==> src/design/tcdm_pkg.sv <==
/*
 * shared localparams of the tcdm request funnel
 * channel counts, group sizing, address, data and byte-enable widths
 */
`default_nettype none

package tcdm_pkg;

  // channel counts
  // input channel j is served by port (j mod NB_OUT_CHAN)
  localparam int unsigned NB_IN_CHAN  = 4;
  localparam int unsigned NB_OUT_CHAN = 2;

  // channels that share one port
  localparam int unsigned NB_GRP = NB_IN_CHAN / NB_OUT_CHAN;

  // group index and rotation counter width
  // kept at least one bit wide so a single-channel group still has a slot index
  localparam int unsigned GRP_W = (NB_GRP > 1) ? $clog2(NB_GRP) : 1;

  // bank-local word address
  localparam int unsigned AW = 6;

  // data path
  localparam int unsigned DW  = 32;
  localparam int unsigned BW  = 8;
  localparam int unsigned BEW = DW / BW;

  // depth of every bank in words
  localparam int unsigned BANK_WORDS = 2 ** AW;

endpackage

`default_nettype wire

==> src/design/tcdm_bank.sv <==
/*
 * single-port word-addressed memory bank
 * byte-enable writes, registered read data one cycle after the grant
 */
`timescale 1ns/1ns
`default_nettype none

module tcdm_bank (
  input  logic                       clk_i,
  input  logic                       rst_ni,
  input  logic                       req,
  input  logic [tcdm_pkg::AW-1:0]    add,
  input  logic                       wen,
  input  logic [tcdm_pkg::BEW-1:0]   be,
  input  logic [tcdm_pkg::DW-1:0]    data,
  output logic                       gnt,
  output logic [tcdm_pkg::DW-1:0]    r_data,
  output logic                       r_valid
);

  import tcdm_pkg::*;

  logic [DW-1:0] mem [BANK_WORDS];

  logic wr_en;
  logic rd_en;

  // never stalls
  assign gnt = req;

  // wen high is a read
  assign wr_en = req & ~wen;
  assign rd_en = req & wen;

  // storage, only the enabled bytes change
  always_ff @(posedge clk_i) begin
    for (int b = 0; b < BEW; b++) begin
      if (wr_en && be[b]) begin
        mem[add][b*BW +: BW] <= data[b*BW +: BW];
      end
    end
  end

  // read data register, holds its value between reads
  always_ff @(posedge clk_i) begin
    if (rd_en) begin
      r_data <= mem[add];
    end
  end

  // response strobe for the cycle after a read grant
  always_ff @(posedge clk_i or negedge rst_ni) begin
    if (!rst_ni) begin
      r_valid <= 1'b0;
    end else begin
      r_valid <= rd_en;
    end
  end

endmodule

`default_nettype wire

==> config.mk <==
export PLATFORM = sky130hd
export DESIGN_NAME = tcdm_bank
export DESIGN_NICKNAME = d
export VERILOG_FILES = /design/src/design/tcdm_pkg.sv /design/src/design/tcdm_bank.sv
export SDC_FILE = /design/constraint.sdc
export NUM_CORES = 2
export LEC_CHECK = 0
export BUFFER_PORTS_ARGS = -buffer_cell sky130_fd_sc_hd__buf_2
export CORE_ASPECT_RATIO = 1.25
export CORE_MARGIN = 2
export CORE_UTILIZATION = 35
export CTS_BUF_LIST = sky130_fd_sc_hd__clkbuf_4 sky130_fd_sc_hd__clkbuf_8
export DETAILED_ROUTE_END_ITERATION = 7
export SETUP_SLACK_MARGIN = 0.1
export SLEW_MARGIN = 25
export SYNTH_ARGS = -nofsm -noshare
export SYNTH_HDL_FRONTEND = slang
export SYNTH_SLANG_ARGS = --single-unit
==> constraint.sdc <==
create_clock -name clk_i -period 4.7 [get_ports clk_i]
set_input_delay 0.94 -clock clk_i [delete_from_list [all_inputs] [get_ports clk_i]]
set_output_delay 0.94 -clock clk_i [all_outputs]
set_load 0.01 [all_outputs]
==> results.py <==
metrics = {
    "worst_setup_path": {
        "crit_path_end_kind": "flip-flop",
        "r2r-start": "mem[3][1]$_DFFE_PP_",
        "crit_chain": "buf_2 > buf_4 > and3b_1 > buf_4 > buf_4 > a21oi_1 > o21ai_0 > or3_1",
        "reg2reg_slack_ns": 2.16,
        "crit_type": "in -> reg",
        "crit_top_cell": "buf_4",
        "crit_path_top_delay_cell": "or3_1",
        "path_max_fanout": 16,
        "crit_arrival_ns": 4.03,
        "crit_path_start_kind": "primary input",
        "cp.required_ns": 5.35,
        "startpoint": "add[3]",
        "r2r_end": "r_data[1]$_DFFE_PP_",
        "r2r_cells": 5,
        "crit_path_max_incr_delay_ns": 0.51,
    },
    "synth": {
        "yosysWarnings": 0,
        "synth_edf_count": 2080,
        "synth.distinct_cells": 48,
        "synth_flop_cell": "edfxtp_1",
        "synth_cells": 4636,
        "syn-cell-area_mm2": 0.07979,
        "synth_seq_cells": 2081,
        "syn_nets": 4682,
        "synth_area_per_cell_um2": 17.21,
        "yosysSeqAreaShare_pct": 78.32,
        "ys_async_sr_fraction_pct": 0.04805,
    },
    "sta": {
        "clock_skew_ns": 0.05657,
        "rsz0062_at_grt": "no",
        "fin_crit_sh_pct": 71.88,
        "setup_violations": 0,
        "final_max_slew_viol_count": 0,
        "setup_tns_ns": 0,
        "fin_crit_ns": 3.379,
        "fmax_mhz": 296.0,
        "hold_viol": 0,
        "fin_ws_ns": 1.321,
        "hold_slack_ns": 0.3000,
        "max-slew-margin-rel_pct": 17.38,
        "tightest_slew_ns": 1.236,
    },
    "detailed_routing": {
        "vias_per_cell": 5.883,
        "wl_per_cell_um": 31.87,
        "routed_wl_um": 265800,
        "vias": 49060,
        "drtAntennaViolNets": 0,
        "drcViolationCount": 0,
        "initialDrtViolationCount": 6483,
        "first_pass_iters": 7,
    },
    "flow_run": {
        "drv_cap": 0,
    },
    "clocking": {
        "clk_pin_slew_ns": 0.06,
        "cts_root_buf": "clkbuf_8",
        "cts_sinks": 2081,
        "cts_max_level": 5,
        "postCtsSetupBuffers": 0,
        "clockBufferDepth": 4,
        "cts_tree": "done",
        "cts_buffers": 310,
        "clkLatencyLatePin_ns": 0.96,
    },
    "placed_design": {
        "place.gp.congestion": 0.9941,
        "dp_hpwl_um": 173900,
        "placed_cells": 7759,
        "pre_cts_ws_ns": 0.5873,
        "numPortBuffers": 79,
        "placed_area_mm2": 0.08610,
    },
    "global_route": {
        "grt_usage_pct": 22.38,
        "grt_max_degree": 92,
        "overflow": 0,
        "antenna_found_initial": 29,
        "grt_pass1_wl_um": 369600,
        "first_global_vias": 48237,
    },
    "floorplanning": {
        "rows": 195,
        "core_area_mm2": 0.2262,
        "die_w_um": 431.0,
        "ios": 80,
        "dieArea_mm2": 0.2318,
        "start_util_pct": 35.28,
        "chipHeight_um": 537.8,
    },
    "finish": {
        "final_core_util_pct": 40.67,
        "multi_input_area_mm2": 0.01586,
        "final_common_cell": "edfxtp_1",
        "num-nets-final": 5163,
        "stdcell_count": 8339,
        "mostFrequentLayoutCells": "edfxtp_1, buf_4, nor2_1",
        "layout-drive-gt1-share_pct": 21.80,
        "fill_cells": 20167,
        "ff_latch_area_mm2": 0.06248,
        "syn_to_final_growth_pct": 15.28,
        "design_area_mm2": 0.09198,
    },
    "hold_path": {
        "hp-class": "in -> async",
    },
    "power_and_ir_drop": {
        "ir_worst_vdd_mv": 0.2071,
        "p_per_area_mw_per_mm2": 400.1,
        "p_leak_nw": 29.25,
        "p_total_mw": 36.80,
    },
    "status": {
        "status": "finished, final reports clean",
    },
}
==> final cells by class <==
class / instances / area share (%)
flip-flops and latches: 2081 / 67.93
inverters: 2 / 0.01632
well taps: 2955 / 4.020
clock inverters: 113 / 0.6257
repair buffers: 522 / 4.407
multi-input cells: 2200 / 17.24
diodes: 39 / 0.1061
clock buffers: 427 / 5.648
==> synth_stat cells (34+ instances only) <==
cell type	n	area, µm²
mux4_2	48	1081
a21oi_1	104	520.5
nand2_1	126	473.0
a22oi_1	348	2613
mux2_2	90	1013
o21ai_0	72	360.4
a221oi_1	234	2049
a22o_1	44	385.4
buf_1	42	157.7
o22ai_1	166	1039
mux2i_1	210	2102
clkbuf_1	178	668.1
nor2_1	402	1509
edfxtp_1	2080	62460
nor3_1	67	335.3
a211oi_1	44	330.3
o221ai_1	34	297.8
buf_2	111	555.5
==> flip-flops by register name (all words and copies together) (netlist names) <==
signal,cells
mem,2048
r_data,32
r_valid,1
==> kinds of logic (layout without fill, tap and decap cells) <==
logic type	count (synthesis)	count (layout)	synth area share [%]
muxes	348	348	5.260
DFF	2081	2081	78.32
AOI/OAI and AO/OA	1162	1162	10.75
buffers and inverters	355	1064	1.966
other	0	39	0
and+or+nand+nor	690	690	3.709
==> power breakdown <==
part	total (mW)	internal (mW)	leakage [nW]	switching, mW
registers	20.5	20.5	18.7	0.0601
logic	2.11	0.580	7.45	1.53
clock network	14.1	7.22	3.07	6.93
==> critical path: cells and delay by family <==
kind                   cells  cell delay, ns
AOI/OAI and AO/OA          2            0.93
and+or+nand+nor            2            0.95
buffers and inverters      4            1.19
==> timing repair <==
| action | 4_1_cts | 5_1_grt |
|---|---|---|
| endpoints found under the setup margin | 0 | 0 |
| gates resized for setup | 0 | 0 |
| hold endpoints to repair | 1 | 0 |
| hold buffers | 1 | 0 |
==> routing by layer <==
| layer | global-route usage (%) | share of wire [%] | vias up |
|---|---|---|---|
| met5 | 0 | 0.018 | - |
| met3 | 4.778 | 9.6 | 728 |
| met2 | 35.77 | 47 | 3145 |
| li1 | - | - | 20086 |
| met4 | 16.32 | 8.0 | 8 |
| met1 | 26.88 | 35 | 25093 |
==> how the worst max path moves through the flow <==
stage / cells past startpoint / endpoint
after CTS: 8 / r_data[29]$_DFFE_PP_
final: 8 / r_data[0]$_DFFE_PP_
after detailed placement: 8 / r_data[29]$_DFFE_PP_
after global placement: 8 / r_data[0]$_DFFE_PP_
after floorplan: 7 / mem[24][0]$_DFFE_PP_
after global routing: 8 / r_data[29]$_DFFE_PP_
Power figures use the tool's default switching activity.
